### config.mk
export PLATFORM = sky130hd
export DESIGN_NAME = blas_engine
export DESIGN_NICKNAME = d
export VERILOG_FILES = /design/src/verilog/pkg_blas.sv /design/src/verilog/issue_ctrl.sv /design/src/verilog/tile_unit.sv /design/src/verilog/dmem_arbiter.sv /design/src/verilog/dmem.sv /design/src/verilog/commit_agg.sv /design/src/verilog/blas_engine.sv
export VERILOG_INCLUDE_DIRS = /design/src /design/src/verilog
export SDC_FILE = /design/constraint.sdc
export NUM_CORES = 2
export LEC_CHECK = 0
export ABC_AREA = 1
export ABC_CLOCK_PERIOD_IN_PS = 6100
export BUFFER_PORTS_ARGS = -buffer_cell sky130_fd_sc_hd__buf_2
export CAP_MARGIN = 20
export CORE_UTILIZATION = 50
export DETAILED_ROUTE_END_ITERATION = 10
export GPL_TIMING_DRIVEN = 0
export PLACE_DENSITY = 0.65
export SLEW_MARGIN = 20
export SYNTH_ARGS = -nofsm -noshare
export SYNTH_HDL_FRONTEND = slang
export SYNTH_SLANG_ARGS = --single-unit
### constraint.sdc
create_clock -name clock -period 6.1 [get_ports clock]
set_input_delay 0.61 -clock clock [delete_from_list [all_inputs] [get_ports clock]]
set_output_delay 0.61 -clock clock [all_outputs]
set_load 0.05 [all_outputs]
### src/verilog/blas_params.svh
`ifndef BLAS_PARAMS_SVH
`define BLAS_PARAMS_SVH

// Execution tiles on the shared memory
`define BLAS_NUM_TILES	2

// Data memory word address width, 64 words
`define BLAS_DMEM_AW	6

// Issue number width, commit window of 8
`define BLAS_ISSUE_W	3

`define BLAS_DW			32

// Host word addresses above the data memory
`define BLAS_ADR_CMD	8'h80
`define BLAS_ADR_STAT	8'h81

`endif

### src/verilog/pkg_blas.sv
`default_nettype none
`include "blas_params.svh"

package pkg_blas;

	//////////////////////////////////////////////////////////////////////
	// Wishbone classic bundles
	typedef struct packed {
		logic					cyc;
		logic					stb;
		logic					we;
		logic	[7:0]			adr;
		logic	[`BLAS_DW-1:0]	dat_w;
	} wb_req_t;

	typedef struct packed {
		logic					ack;
		logic	[`BLAS_DW-1:0]	dat_r;
	} wb_rsp_t;

	//////////////////////////////////////////////////////////////////////
	// Instruction word
	typedef enum logic [3:0] {
		OP_VADD		= 4'h1,
		OP_VCOPY	= 4'h2,
		OP_FILL		= 4'h3
	} opcode_t;

	typedef struct packed {
		opcode_t								op;
		logic	[`BLAS_DMEM_AW-1:0]				len;	// Count minus one
		logic	[`BLAS_DMEM_AW-1:0]				dst;
		logic	[`BLAS_DMEM_AW-1:0]				src;
		logic	[`BLAS_DW-4-3*`BLAS_DMEM_AW-1:0]	rsvd;
	} instr_vec_t;

	// Immediate overlays src and the reserved bits
	typedef struct packed {
		opcode_t								op;
		logic	[`BLAS_DMEM_AW-1:0]				len;
		logic	[`BLAS_DMEM_AW-1:0]				dst;
		logic	[`BLAS_DW-4-2*`BLAS_DMEM_AW-1:0]	imm;
	} instr_scl_t;

	typedef union packed {
		instr_vec_t		vec;
		instr_scl_t		scl;
	} instr_u;

	//////////////////////////////////////////////////////////////////////
	// Issue and completion records
	typedef struct packed {
		logic							valid;
		logic	[`BLAS_NUM_TILES-1:0]	tile;	// One-hot target
		logic	[`BLAS_ISSUE_W-1:0]		no;
		instr_u							instr;
	} issue_t;

	typedef struct packed {
		logic							valid;
		logic	[`BLAS_ISSUE_W-1:0]		no;
	} done_t;

endpackage

`default_nettype wire

### src/verilog/issue_ctrl.sv
`default_nettype none
`include "blas_params.svh"

module issue_ctrl (
	input	logic							clock,
	input	logic							reset,
	input	pkg_blas::wb_req_t				host_req,
	output	pkg_blas::wb_rsp_t				host_rsp,
	output	pkg_blas::wb_req_t				mem_req,
	input	pkg_blas::wb_rsp_t				mem_rsp,
	input	logic	[`BLAS_NUM_TILES-1:0]	tile_busy,
	input	logic							commit_full,
	input	logic	[15:0]					commit_count,
	output	pkg_blas::issue_t				issue
);

	logic							is_mem;
	logic							is_cmd;
	logic							is_stat;
	logic	[`BLAS_NUM_TILES-1:0]	free;
	logic	[`BLAS_NUM_TILES-1:0]	pick;
	logic							host_sel;
	logic							local_go;
	logic							issue_go;

	logic							local_ack;
	logic	[`BLAS_DW-1:0]			local_dat;
	logic							issue_valid;
	logic	[`BLAS_NUM_TILES-1:0]	issue_tile;
	logic	[`BLAS_ISSUE_W-1:0]		issue_no;
	logic	[`BLAS_ISSUE_W-1:0]		next_no;
	pkg_blas::instr_u				issue_instr;

	always_comb begin
		is_mem		= !host_req.adr[7];
		is_cmd		= host_req.adr == `BLAS_ADR_CMD;
		is_stat		= host_req.adr == `BLAS_ADR_STAT;
		free		= ~tile_busy;
		pick		= free & (~free + 1'b1);	// Lowest free tile
		host_sel	= host_req.cyc && host_req.stb && !is_mem && !local_ack;
		// Command write stalls until a tile and a window slot are free
		issue_go	= host_sel && is_cmd && host_req.we && |free && !commit_full;
		local_go	= issue_go || (host_sel && !(is_cmd && host_req.we));
	end

	// Data accesses go to arbiter port 0
	always_comb begin
		mem_req			= host_req;
		mem_req.cyc		= host_req.cyc && is_mem;
		mem_req.stb		= host_req.stb && is_mem;
		mem_req.adr		= 8'(host_req.adr[`BLAS_DMEM_AW-1:0]);
		host_rsp.ack	= local_ack || mem_rsp.ack;
		host_rsp.dat_r	= local_ack ? local_dat : mem_rsp.dat_r;
	end

	//////////////////////////////////////////////////////////////////////
	always_ff @(posedge clock) begin
		if (reset) begin
			local_ack	<= 1'b0;
			issue_valid	<= 1'b0;
			next_no		<= '0;
		end else begin
			local_ack	<= local_go;
			issue_valid	<= issue_go;
			if (issue_go)
				next_no <= next_no + 1'b1;	// Wraps with the window
		end
	end

	always_ff @(posedge clock) begin
		if (local_go)
			local_dat <= is_stat ? {8'h00, 8'(tile_busy), commit_count} : '0;
		if (issue_go) begin
			issue_tile	<= pick;
			issue_no	<= next_no;
			issue_instr	<= pkg_blas::instr_u'(host_req.dat_w);
		end
	end

	always_comb begin
		issue.valid	= issue_valid;
		issue.tile	= issue_tile;
		issue.no	= issue_no;
		issue.instr	= issue_instr;
	end

endmodule

`default_nettype wire

### src/verilog/tile_unit.sv
`default_nettype none
`include "blas_params.svh"

module tile_unit #(
	parameter int TILE_ID = 0
) (
	input	logic					clock,
	input	logic					reset,
	input	pkg_blas::issue_t		issue,
	output	logic					busy,
	output	pkg_blas::wb_req_t		mem_req,
	input	pkg_blas::wb_rsp_t		mem_rsp,
	output	pkg_blas::done_t		done
);

	typedef enum logic [2:0] {
		IDLE,
		RD_SRC,
		RD_DST,
		WR_DST,
		GAP			// Drops cyc so the arbiter can rotate
	} state_t;

	state_t							state;
	logic							done_valid;
	pkg_blas::instr_u				instr;
	logic	[`BLAS_ISSUE_W-1:0]		no_q;
	logic	[`BLAS_DMEM_AW-1:0]		idx;
	logic	[`BLAS_DW-1:0]			wdata;

	logic							accept;
	logic							last;
	logic	[`BLAS_DMEM_AW-1:0]		elem_src;
	logic	[`BLAS_DMEM_AW-1:0]		elem_dst;

	function automatic state_t first_of(pkg_blas::opcode_t op);
		return (op == pkg_blas::OP_FILL) ? WR_DST : RD_SRC;
	endfunction

	always_comb begin
		accept		= (state == IDLE) && issue.valid && issue.tile[TILE_ID];
		last		= idx == instr.vec.len;
		elem_src	= instr.vec.src + idx;
		elem_dst	= instr.vec.dst + idx;
	end

	//////////////////////////////////////////////////////////////////////
	// Element walk
	always_ff @(posedge clock) begin
		if (reset) begin
			state		<= IDLE;
			done_valid	<= 1'b0;
		end else begin
			done_valid	<= 1'b0;
			case (state)
				IDLE:		if (accept) state <= first_of(issue.instr.vec.op);
				RD_SRC:		if (mem_rsp.ack)
								state <= (instr.vec.op == pkg_blas::OP_VADD) ? RD_DST : WR_DST;
				RD_DST:		if (mem_rsp.ack) state <= WR_DST;
				WR_DST: begin
					if (mem_rsp.ack) begin
						state		<= last ? IDLE : GAP;
						done_valid	<= last;
					end
				end
				GAP:		state <= first_of(instr.vec.op);
				default:	state <= IDLE;
			endcase
		end
	end

	always_ff @(posedge clock) begin
		if (accept) begin
			instr	<= issue.instr;
			no_q	<= issue.no;
			idx		<= '0;
			wdata	<= `BLAS_DW'(signed'(issue.instr.scl.imm));	// Fill value
		end
		if (state == RD_SRC && mem_rsp.ack)
			wdata <= mem_rsp.dat_r;
		if (state == RD_DST && mem_rsp.ack)
			wdata <= wdata + mem_rsp.dat_r;
		if (state == WR_DST && mem_rsp.ack)
			idx <= idx + 1'b1;
	end

	// cyc held over one element's transactions
	always_comb begin
		busy			= state != IDLE;
		mem_req.cyc		= state inside {RD_SRC, RD_DST, WR_DST};
		mem_req.stb		= mem_req.cyc;
		mem_req.we		= state == WR_DST;
		mem_req.adr		= 8'((state == RD_SRC) ? elem_src : elem_dst);
		mem_req.dat_w	= wdata;
		done.valid		= done_valid;
		done.no			= no_q;
	end

endmodule

`default_nettype wire

### src/verilog/dmem_arbiter.sv
`default_nettype none

module dmem_arbiter #(
	parameter int NUM_MASTERS = 3
) (
	input	logic									clock,
	input	logic									reset,
	input	pkg_blas::wb_req_t	[NUM_MASTERS-1:0]	m_req,
	output	pkg_blas::wb_rsp_t	[NUM_MASTERS-1:0]	m_rsp,
	output	pkg_blas::wb_req_t						s_req,
	input	pkg_blas::wb_rsp_t						s_rsp
);

	localparam int IW = (NUM_MASTERS > 1) ? $clog2(NUM_MASTERS) : 1;

	logic	[IW-1:0]	owner;		// Held grant, doubles as last grant
	logic	[IW-1:0]	nxt;
	logic				locked;
	logic				any_req;
	logic				rearb;

	// Search starts one past the last owner
	always_comb begin : pick
		int idx;
		nxt		= owner;
		any_req	= 1'b0;
		for (int k = 1; k <= NUM_MASTERS; k++) begin
			idx = (int'(owner) + k) % NUM_MASTERS;
			if (!any_req && m_req[idx].cyc) begin
				nxt		= IW'(idx);
				any_req	= 1'b1;
			end
		end
		rearb = !locked || !m_req[owner].cyc;
	end

	always_ff @(posedge clock) begin
		if (reset) begin
			locked	<= 1'b0;
			owner	<= '0;
		end else if (rearb) begin
			locked	<= any_req;
			if (any_req)
				owner <= nxt;
		end
	end

	always_comb begin
		s_req = locked ? m_req[owner] : '0;
		for (int i = 0; i < NUM_MASTERS; i++) begin
			m_rsp[i].ack	= locked && (owner == IW'(i)) && s_rsp.ack;
			m_rsp[i].dat_r	= s_rsp.dat_r;
		end
	end

endmodule

`default_nettype wire

### src/verilog/dmem.sv
`default_nettype none
`include "blas_params.svh"

module dmem (
	input	logic					clock,
	input	logic					reset,
	input	pkg_blas::wb_req_t		req,
	output	pkg_blas::wb_rsp_t		rsp
);

	logic	[`BLAS_DW-1:0]			mem	[0:(1<<`BLAS_DMEM_AW)-1];
	logic	[`BLAS_DW-1:0]			rdata;
	logic							ack_q;
	logic							hit;

	assign hit = req.cyc && req.stb && !ack_q;	// One access per strobe

	always_ff @(posedge clock) begin
		if (reset)
			ack_q <= 1'b0;
		else
			ack_q <= hit;
	end

	always_ff @(posedge clock) begin
		if (hit) begin
			if (req.we)
				mem[req.adr[`BLAS_DMEM_AW-1:0]] <= req.dat_w;
			else
				rdata <= mem[req.adr[`BLAS_DMEM_AW-1:0]];
		end
	end

	always_comb begin
		rsp.ack		= ack_q;
		rsp.dat_r	= rdata;
	end

endmodule

`default_nettype wire

### src/verilog/commit_agg.sv
`default_nettype none
`include "blas_params.svh"

module commit_agg (
	input	logic										clock,
	input	logic										reset,
	input	pkg_blas::issue_t							issue,
	input	pkg_blas::done_t	[`BLAS_NUM_TILES-1:0]	done,
	output	logic										full,
	output	logic				[15:0]					commit_count
);

	localparam int WIN = 1 << `BLAS_ISSUE_W;

	logic	[WIN-1:0]				outstanding;
	logic	[WIN-1:0]				completed;
	logic	[WIN-1:0]				out_n;
	logic	[WIN-1:0]				cmp_n;
	logic	[`BLAS_ISSUE_W-1:0]		head;
	logic							retire;

	//////////////////////////////////////////////////////////////////////
	// Bitmap update, issue sets outstanding and tiles set completed
	always_comb begin
		retire	= completed[head];	// Oldest one finished
		out_n	= outstanding;
		cmp_n	= completed;
		if (retire) begin
			out_n[head]	= 1'b0;
			cmp_n[head]	= 1'b0;
		end
		if (issue.valid)
			out_n[issue.no] = 1'b1;
		for (int t = 0; t < `BLAS_NUM_TILES; t++) begin
			if (done[t].valid)
				cmp_n[done[t].no] = 1'b1;
		end
	end

	always_ff @(posedge clock) begin
		if (reset) begin
			outstanding		<= '0;
			completed		<= '0;
			head			<= '0;
			commit_count	<= '0;
		end else begin
			outstanding	<= out_n;
			completed	<= cmp_n;
			if (retire) begin
				head			<= head + 1'b1;
				commit_count	<= commit_count + 1'b1;
			end
		end
	end

	assign full = &outstanding;		// Every slot in flight

endmodule

`default_nettype wire

### src/verilog/blas_engine.sv
`default_nettype none
`include "blas_params.svh"

module blas_engine (
	input	logic					clock,
	input	logic					reset,
	input	pkg_blas::wb_req_t		host_req,
	output	pkg_blas::wb_rsp_t		host_rsp
);

	localparam int NT = `BLAS_NUM_TILES;

	// Port 0 is the host path, tiles follow
	pkg_blas::wb_req_t	[NT:0]		m_req;
	pkg_blas::wb_rsp_t	[NT:0]		m_rsp;
	pkg_blas::wb_req_t				s_req;
	pkg_blas::wb_rsp_t				s_rsp;

	pkg_blas::issue_t				issue;
	pkg_blas::done_t	[NT-1:0]	tile_done;
	logic				[NT-1:0]	tile_busy;
	logic							commit_full;
	logic				[15:0]		commit_count;

	issue_ctrl i_issue (
		.clock(			clock			),
		.reset(			reset			),
		.host_req(		host_req		),
		.host_rsp(		host_rsp		),
		.mem_req(		m_req[0]		),
		.mem_rsp(		m_rsp[0]		),
		.tile_busy(		tile_busy		),
		.commit_full(	commit_full		),
		.commit_count(	commit_count	),
		.issue(			issue			)
	);

	for (genvar k = 0; k < NT; k++) begin : g_tile
		tile_unit #(
			.TILE_ID(	k				)
		) i_tile (
			.clock(		clock			),
			.reset(		reset			),
			.issue(		issue			),
			.busy(		tile_busy[k]	),
			.mem_req(	m_req[k+1]		),
			.mem_rsp(	m_rsp[k+1]		),
			.done(		tile_done[k]	)
		);
	end

	dmem_arbiter #(
		.NUM_MASTERS(	NT + 1			)
	) i_arb (
		.clock(			clock			),
		.reset(			reset			),
		.m_req(			m_req			),
		.m_rsp(			m_rsp			),
		.s_req(			s_req			),
		.s_rsp(			s_rsp			)
	);

	dmem i_dmem (
		.clock(			clock			),
		.reset(			reset			),
		.req(			s_req			),
		.rsp(			s_rsp			)
	);

	commit_agg i_commit (
		.clock(			clock			),
		.reset(			reset			),
		.issue(			issue			),
		.done(			tile_done		),
		.full(			commit_full		),
		.commit_count(	commit_count	)
	);

endmodule

`default_nettype wire

Yosys cells after proc, flatten, opt, wreduce, memory -nomap -nowiden
Memories as Yosys holds them, arrays and structs flattened. A register that Yosys moved wholly into a read port is not among the register bits.
Index checks and enable logic that the tools add are counted.
{"block": "totals", "register_bits": 267, "ram_bits": 2048, "in_bits": 45, "out_inout_bits": 33, "word_cells": 232, "memories": 1}
{"name": "i_dmem.mem", "words": 64, "width": 32, "read_ports": 1, "rd_clocked_by_memory_dff": 1, "wr": 1, "line": "dmem.sv:11", "text": "logic [`BLAS_DW-1:0] mem [0:(1<<`BLAS_DMEM_AW)-1];"}
{"block": "op_classes", "n_addsub": 15, "div_mod_pow": 3, "order_cmp": 12, "n_eq_ne": 27, "n_mux": 66, "n_bitwise": 14, "n_reduce_logical": 67}
{"operator": "$bmux 43 s2", "count": 4}
{"operator": "$mux 43", "count": 8}
{"operator": "$mux 32", "count": 7}
{"operator": "$lt 32x4->1 const B", "count": 3}
{"operator": "$mod 32x3->32 const B", "count": 3}
{"operator": "$add 32x32->32", "count": 2}
{"operator": "$mux 8", "count": 5}
{"operator": "$mux 6", "count": 6}
{"operator": "$logic_and 1x1->1", "count": 35}
{"operator": "$mux 3", "count": 10}
{"operator": "$pmux 3 s5", "count": 2}
{"operator": "$add 6x6->6", "count": 4}
{"operator": "$or 8x8->8", "count": 3}
{"operator": "$reduce_bool 3->1", "count": 7}
{"operator": "$add 16x1->16 const B", "count": 1}
{"operator": "$and 8x8->8", "count": 2}
{"operator": "$eq 8x8->1 const B", "count": 2}
{"operator": "$lt 3x4->1 const B", "count": 4}
{"operator": "$mux 1", "count": 13}
{"operator": "$add 6x1->6 const B", "count": 2}
{"operator": "$demux 1 s3", "count": 4}
{"operator": "$eq 3x2->1 const B", "count": 4}
{"operator": "$eq 4x2->1 const B", "count": 3}
{"operator": "$eq 6x6->1", "count": 2}
{"operator": "30 further kinds", "count": 68}

Logic depth before layout (Yosys ltp)
{"block": "depth", "word_depth": 13, "depth_mapped": 24, "mapped_depth_nobuf": 22}

Modules after synthesis
From an unflattened synthesis, not the netlist that was laid out.
{"block": "hier_totals", "cells_unflattened": 11104, "area_unflattened_um2": 105371.1}
{"module": "dmem", "instances": 1, "cells_each": 8440, "area_each_um2": 87104.8, "seq_area_each_um2": 62479.9}
{"module": "tile_unit (g_tile[0].i_tile)", "instances": 1, "cells_each": 839, "area_each_um2": 5665.4, "seq_area_each_um2": 1971.9}
{"module": "tile_unit (g_tile[1].i_tile)", "instances": 1, "cells_each": 837, "area_each_um2": 5614.1, "seq_area_each_um2": 1971.9}
{"module": "issue_ctrl", "instances": 1, "cells_each": 274, "area_each_um2": 2884.0, "seq_area_each_um2": 1751.7}
{"module": "dmem_arbiter", "instances": 1, "cells_each": 406, "area_each_um2": 2159.6, "seq_area_each_um2": 60.1}
{"module": "commit_agg", "instances": 1, "cells_each": 308, "area_each_um2": 1943.1, "seq_area_each_um2": 700.7}

Worst setup path before layout
OpenSTA, ideal clock, no wires.
{"block": "synth_timing", "kind": "register to register", "from": "reg g_tile[1].i_tile.state[2]", "to": "mem i_dmem.mem[48][0] (netlist name) (enable)", "t_arrival_ns": 4.031, "required_ns": 5.679, "slack_ns": 1.648, "path_stages_with_launch": 19, "cell_sequence": "dfxtp_1 -> inv_1 -> nand3_2 -> inv_1 -> nand2_1 -> nand2_1 -> ha_1 -> fa_1 -> nand2_1 -> nand2_1 -> a21oi_1 -> nor2_1 -> o21ai_1 -> nand2_1 -> nor2_2 -> inv_2 -> nor2_4 -> nand2_1 -> nor2_1"}
{"block": "synth_via", "elab_chain_len": 9}
{"item": "start: declaration", "line": "tile_unit.sv:24", "text": "state_t state;"}
{"item": "start signal: assignment", "line": "tile_unit.sv:56", "text": "IDLE: if (accept) state <= first_of(issue.instr.vec.op);"}
{"item": "start signal: assignment", "line": "tile_unit.sv:58", "text": "state <= (instr.vec.op == pkg_blas::OP_VADD) ? RD_DST : WR_DST;"}
{"item": "start signal: assignment", "line": "tile_unit.sv:62", "text": "state <= last ? IDLE : GAP;"}
{"item": "$eq 3x1->1 (tied with other cells)", "line": "tile_unit.sv:90, tile_unit.sv:93"}
{"item": "$reduce_bool 3->1", "line": "tile_unit.sv:90", "text": "mem_req.cyc = state inside {RD_SRC, RD_DST, WR_DST};"}
{"item": "$bmux 43 s2 *", "line": "dmem_arbiter.sv:49", "text": "s_req = locked ? m_req[owner] : '0;"}
{"item": "$mux 43 (implied by the code) *", "line": "dmem_arbiter.sv:49"}
{"item": "$mux 43 *", "line": "dmem_arbiter.sv:49"}
{"item": "$logic_and 1x1->1 (2 in a row)", "line": "dmem.sv:16", "text": "assign hit = req.cyc && req.stb && !ack_q;"}
{"item": "$mux 1", "line": "dmem.sv:26", "text": "if (hit) begin"}
{"item": "$mux 1", "line": "dmem.sv:28", "text": "mem[req.adr[`BLAS_DMEM_AW-1:0]] <= req.dat_w;"}
{"item": "end: declaration", "line": "dmem.sv:11"}
Mark *: on every way between the ends. The rest lies on a longest branch, timed or not. The select of a mux whose other input is x is not followed.

Worst setup path in the final report
{"block": "layout_timing", "from": "reg g_tile[0].i_tile.state[2]", "to": "mem i_dmem.mem[36][23] (netlist name) (enable)"}
{"block": "layout_via", "elab_chain_len": 9}
{"item": "start: declaration", "line": "tile_unit.sv:24"}
{"item": "start signal: assignment", "line": "tile_unit.sv:56"}
{"item": "start signal: assignment", "line": "tile_unit.sv:58"}
{"item": "start signal: assignment", "line": "tile_unit.sv:62"}
{"item": "$eq 3x1->1 (tied with other cells)", "line": "tile_unit.sv:90, tile_unit.sv:93"}
{"item": "$reduce_bool 3->1", "line": "tile_unit.sv:90"}
{"item": "$bmux 43 s2 *", "line": "dmem_arbiter.sv:49"}
{"item": "$mux 43 (implied by the code) *", "line": "dmem_arbiter.sv:49"}
{"item": "$mux 43 *", "line": "dmem_arbiter.sv:49"}
{"item": "$logic_and 1x1->1 (2 in a row)", "line": "dmem.sv:16"}
{"item": "$mux 1", "line": "dmem.sv:26"}
{"item": "$mux 1", "line": "dmem.sv:28"}
Marks and branches as above.

==> flow_summary.json <==
{
  "status": "finished, final reports clean",
  "crit_chain": "inv_2 > nand3_2 > inv_1 > nand2_1 > nand2_1 > ha_1 > nand2_1 > nand2_1 > inv_1 > a21o_1 > nand3_1 > nand2_1 > inv_1 > nand2_2 > buf_2 > buf_1 > nand2_1 > nor2_4 > buf_16 > buf_16",
  "p_comb_share_pct": 39.3,
  "post_cts_buffers": 0,
  "final_cell_area_um2": 121400,
  "swShare_pct": 41.45,
  "path_clk_slew_ns": 0.06,
  "synth-edff-count": 2261,
  "crit_fanout": 12,
  "ff2ff_setup_slack_ns": 0.11,
  "synth_cell_types": 53,
  "drtPass1Iterations": 9,
  "grt_overflow": 0,
  "dpl.hpwl_um": 268700,
  "rows": 166,
  "rsz0062_at_grt": "false",
  "hold_slack_ns": 0.08254,
  "portBuffers": 76,
  "synth_top_family_by_area": "simple AND/OR/NAND/NOR gates",
  "synthXorXnorAreaFrac_pct": 0.2704,
  "worst_pin_slew_ns": 1.199,
  "area_growth_pct": 17.13,
  "critical_path_required_ns": 6.67,
  "hold_viol_final": 0,
  "synth_nets": 10680,
  "crit_path_start_kind": "register",
  "cts_sinks": 2313,
  "clock_latency_ns": 0.92,
  "die_h_um": 457.3,
  "ant_nets": 0,
  "layout.nets": 11240,
  "min-delay-path-class": "in2reg",
  "fmax_mhz": 167.0,
  "max_stage_delay_ns": 0.83,
  "cts_root_buf": "clkbuf_16",
  "endpoint_kind": "register",
  "track_usage_pct": 34.58,
  "relSlewSlack_pct": 19.99,
  "synth_adder_area_share_pct": 1.067,
  "drive_gt1_share_pct": 10.16,
  "htreeDepth": 4,
  "p_per_area_nw_per_um2": 452.2,
  "drv_cap": 0,
  "synthMuxAreaShare_pct": 0,
  "crit_slowest_cell": "nor2_4",
  "syn_avg_cell_area_um2": 9.826,
  "cts_buffers": 232,
  "grt_pass1_wl_um": 519700,
  "antenna_found_initial": 10,
  "fin_skew_ns": 0.07206,
  "grt_max_degree": 33,
  "grt_pass1_vias": 75000,
  "synth_simple_gate_area_share_pct": 25.93,
  "synth_cells": 10550,
  "crit_buf_inv": 8,
  "drt_iter0_markers": 11400,
  "synth.cell_area_um2": 103700,
  "coreArea_um2": 205200,
  "die_area_um2": 209100,
  "io_pins": 78,
  "p_sw_mw": 22.76,
  "multi_input_area_um2": 31970,
  "yosysWarnings": 0,
  "wirelength_um": 366300,
  "leakagePower_nw": 50.18,
  "cpMostUsedCell": "nand2_1",
  "post-route-min-period_ns": 5.989,
  "pwr-share-clk_pct": 25.9,
  "viasPerCell": 5.761,
  "cp_top_family": "simple AND/OR/NAND/NOR gates",
  "synthArstFlopShare_pct": 0,
  "maxSlewViolCount": 0,
  "synth-compound-area-share_pct": 2.720,
  "vdd_drop_max_mv": 0.3752,
  "crit_arrival_ns": 6.56,
  "synth_ff_type": "edfxtp_1",
  "setup_viol": 0,
  "ys_seq_area_share_pct": 66.51,
  "nFillCells": 16950,
  "start_util_pct": 50.51,
  "drc_errors": 0,
  "internal-power_mw": 32.15,
  "tritoncts": "yes",
  "synth_seq_cells": 2313,
  "gp_congestion": 0.9579,
  "regArea_um2": 68940,
  "wl_per_cell_um": 26.18,
  "critical_path_class": "reg2reg",
  "seq_power_share_pct": 34.8,
  "finalCritPeriodShare_pct": 98.18,
  "post_dp_cell_area_um2": 113600,
  "die_w_um": 457.3,
  "vias": 80610,
  "cts_buffer_depth": 3
}
## metal layers
metal  wire length (µm)  part of all wire, %  track usage, %
met1             144200                   39           48.51
met2             158600                   43           51.33
met3              44260                   12           7.659
met4              19250                  5.3           15.99
met5                 18               0.0049               0
## cell type report
| cell class | instances | share of cell area (%) |
|---|---|---|
| diodes | 2 | 0.004122 |
| plain buffers | 544 | 2.183 |
| clock buffers | 279 | 4.978 |
| clock inverters | 153 | 1.205 |
| inverters | 263 | 0.8131 |
| multi-input cells | 7429 | 26.34 |
| flip-flops and latches | 2313 | 56.78 |
| well taps | 2688 | 2.770 |
| repair buffers | 321 | 4.932 |
## final timing paths
kind / start / endpoint / depth (start not counted)
worst max-delay path: g_tile[0].i_tile.state[2]$_SDFFE_PP0P_ / i_dmem.mem[36][23]$_DFFE_PP_ / 20
worst min-delay path: host_req[24] / i_issue.issue_instr[24]$_DFFE_PP_ / 1
worst max register to register: g_tile[0].i_tile.state[2]$_SDFFE_PP0P_ / i_dmem.mem[36][23]$_DFFE_PP_ / 20
worst min register to register: i_issue.issue_instr[25]$_DFFE_PP_ / g_tile[0].i_tile.instr[25]$_DFFE_PP_ / 0
## registers in the layout (all words and copies together) (netlist names), 12 cells and up
| name | count |
|---|---|
| g_tile.i_tile.wdata | 64 |
| i_issue.issue_instr | 32 |
| i_dmem.mem | 2048 |
| i_dmem.rdata | 32 |
| g_tile.i_tile.instr | 44 |
| g_tile.i_tile.idx | 12 |
| i_commit.commit_count | 16 |
| i_issue.local_dat | 18 |
## power by group through the flow
| stage | Combinational, mW | Sequential (mW) | Clock (mW) |
|---|---|---|---|
| floorplan | 10.8 | 19.5 | 0 |
| global placement | 18.8 | 20.0 | 0 |
| detailed placement | 20.7 | 19.4 | 0 |
| CTS | 20.8 | 19.1 | 14.3 |
| global route | 22.7 | 19.1 | 14.9 |
| finish | 21.6 | 19.1 | 14.2 |
## logic make-up (layout without fill, tap and decap cells)
group	after synthesis	in the layout
flops	2313	2313
simple gates	6793	6793
xor+xnor	32	32
buf+inv	807	1560
compound gates	518	518
other cells	0	2
fa+ha+maj	86	86
## synthesized netlist by cell type (5+ instances only)
| cell | number | area (µm²) |
|---|---|---|
| o21ai_0 | 195 | 975.9 |
| clkbuf_1 | 149 | 559.3 |
| nor3_1 | 34 | 170.2 |
| nor2_1 | 407 | 1528 |
| o22ai_1 | 8 | 50.05 |
| inv_1 | 251 | 942.2 |
| buf_2 | 320 | 1602 |
| ha_1 | 82 | 1026 |
| nor4_1 | 12 | 75.07 |
| o211ai_1 | 9 | 67.56 |
| o21ai_1 | 5 | 25.02 |
| nand3b_1 | 5 | 37.54 |
| nand4_1 | 27 | 168.9 |
| buf_4 | 46 | 345.3 |
| a21boi_0 | 6 | 45.04 |
| a21o_1 | 13 | 97.59 |
| a21oi_1 | 230 | 1151 |
| buf_1 | 25 | 93.84 |
| edfxtp_1 | 2261 | 67900 |
| or2_2 | 6 | 37.54 |
| o21a_1 | 7 | 52.55 |
| a31oi_1 | 9 | 56.30 |
| xor2_1 | 28 | 245.2 |
| o2bb2ai_1 | 8 | 70.07 |
| nand3_2 | 6 | 60.06 |
| o21bai_1 | 9 | 67.56 |
| nand3_4 | 9 | 157.7 |
| dfxtp_1 | 52 | 1041 |
| inv_2 | 9 | 33.78 |
| nand2_1 | 5490 | 20610 |
| nor2_2 | 7 | 43.79 |
| nand3_1 | 780 | 3904 |
## layout by cell type, fill, tap and decap left out, drive strengths merged, types with 12 or more instances in the layout
| cell type | Yosys | routed |
|---|---|---|
| nand3 | 795 | 795 |
| xor2 | 28 | 28 |
| nor2 | 416 | 416 |
| nor4 | 12 | 12 |
| clkinv | 3 | 115 |
| dlygate4sd3 | 0 | 31 |
| a21o | 13 | 13 |
| edfxtp | 2261 | 2261 |
| nor3 | 34 | 34 |
| ha | 82 | 82 |
| o21ai | 200 | 200 |
| dfxtp | 52 | 52 |
| clkbuf | 149 | 428 |
| buf | 395 | 685 |
| inv | 260 | 268 |
| nand2 | 5492 | 5492 |
| clkinvlp | 0 | 16 |
| bufinv | 0 | 17 |
| a21oi | 232 | 232 |
| nand4 | 27 | 27 |
## per-stage QoR
stage / TNS (ns) / std cells / power [mW] / util (%) / setup slack, ns
after floorplan: 0 / 10550 / 30.37 / - / 1.648
after global placement: -7358.05 / 13310 / 38.79 / 52.34 / -2.762
after detailed placement: 0 / 13530 / 40.10 / 55.35 / 0.1002
after CTS: 0 / 13990 / 54.15 / 59.16 / 0.01721
after global routing: 0 / 13990 / 56.69 / 59.16 / 0.07103
final: 0 / 13990 / 54.91 / 59.16 / 0.1111
## timing repair
item	CTS	global route
endpoints found under the setup margin	0	101
resized for setup	0	1
hold buffers	31	0
hold endpoints to repair	31	0
No activity file was read; power rests on OpenSTA's default activity.
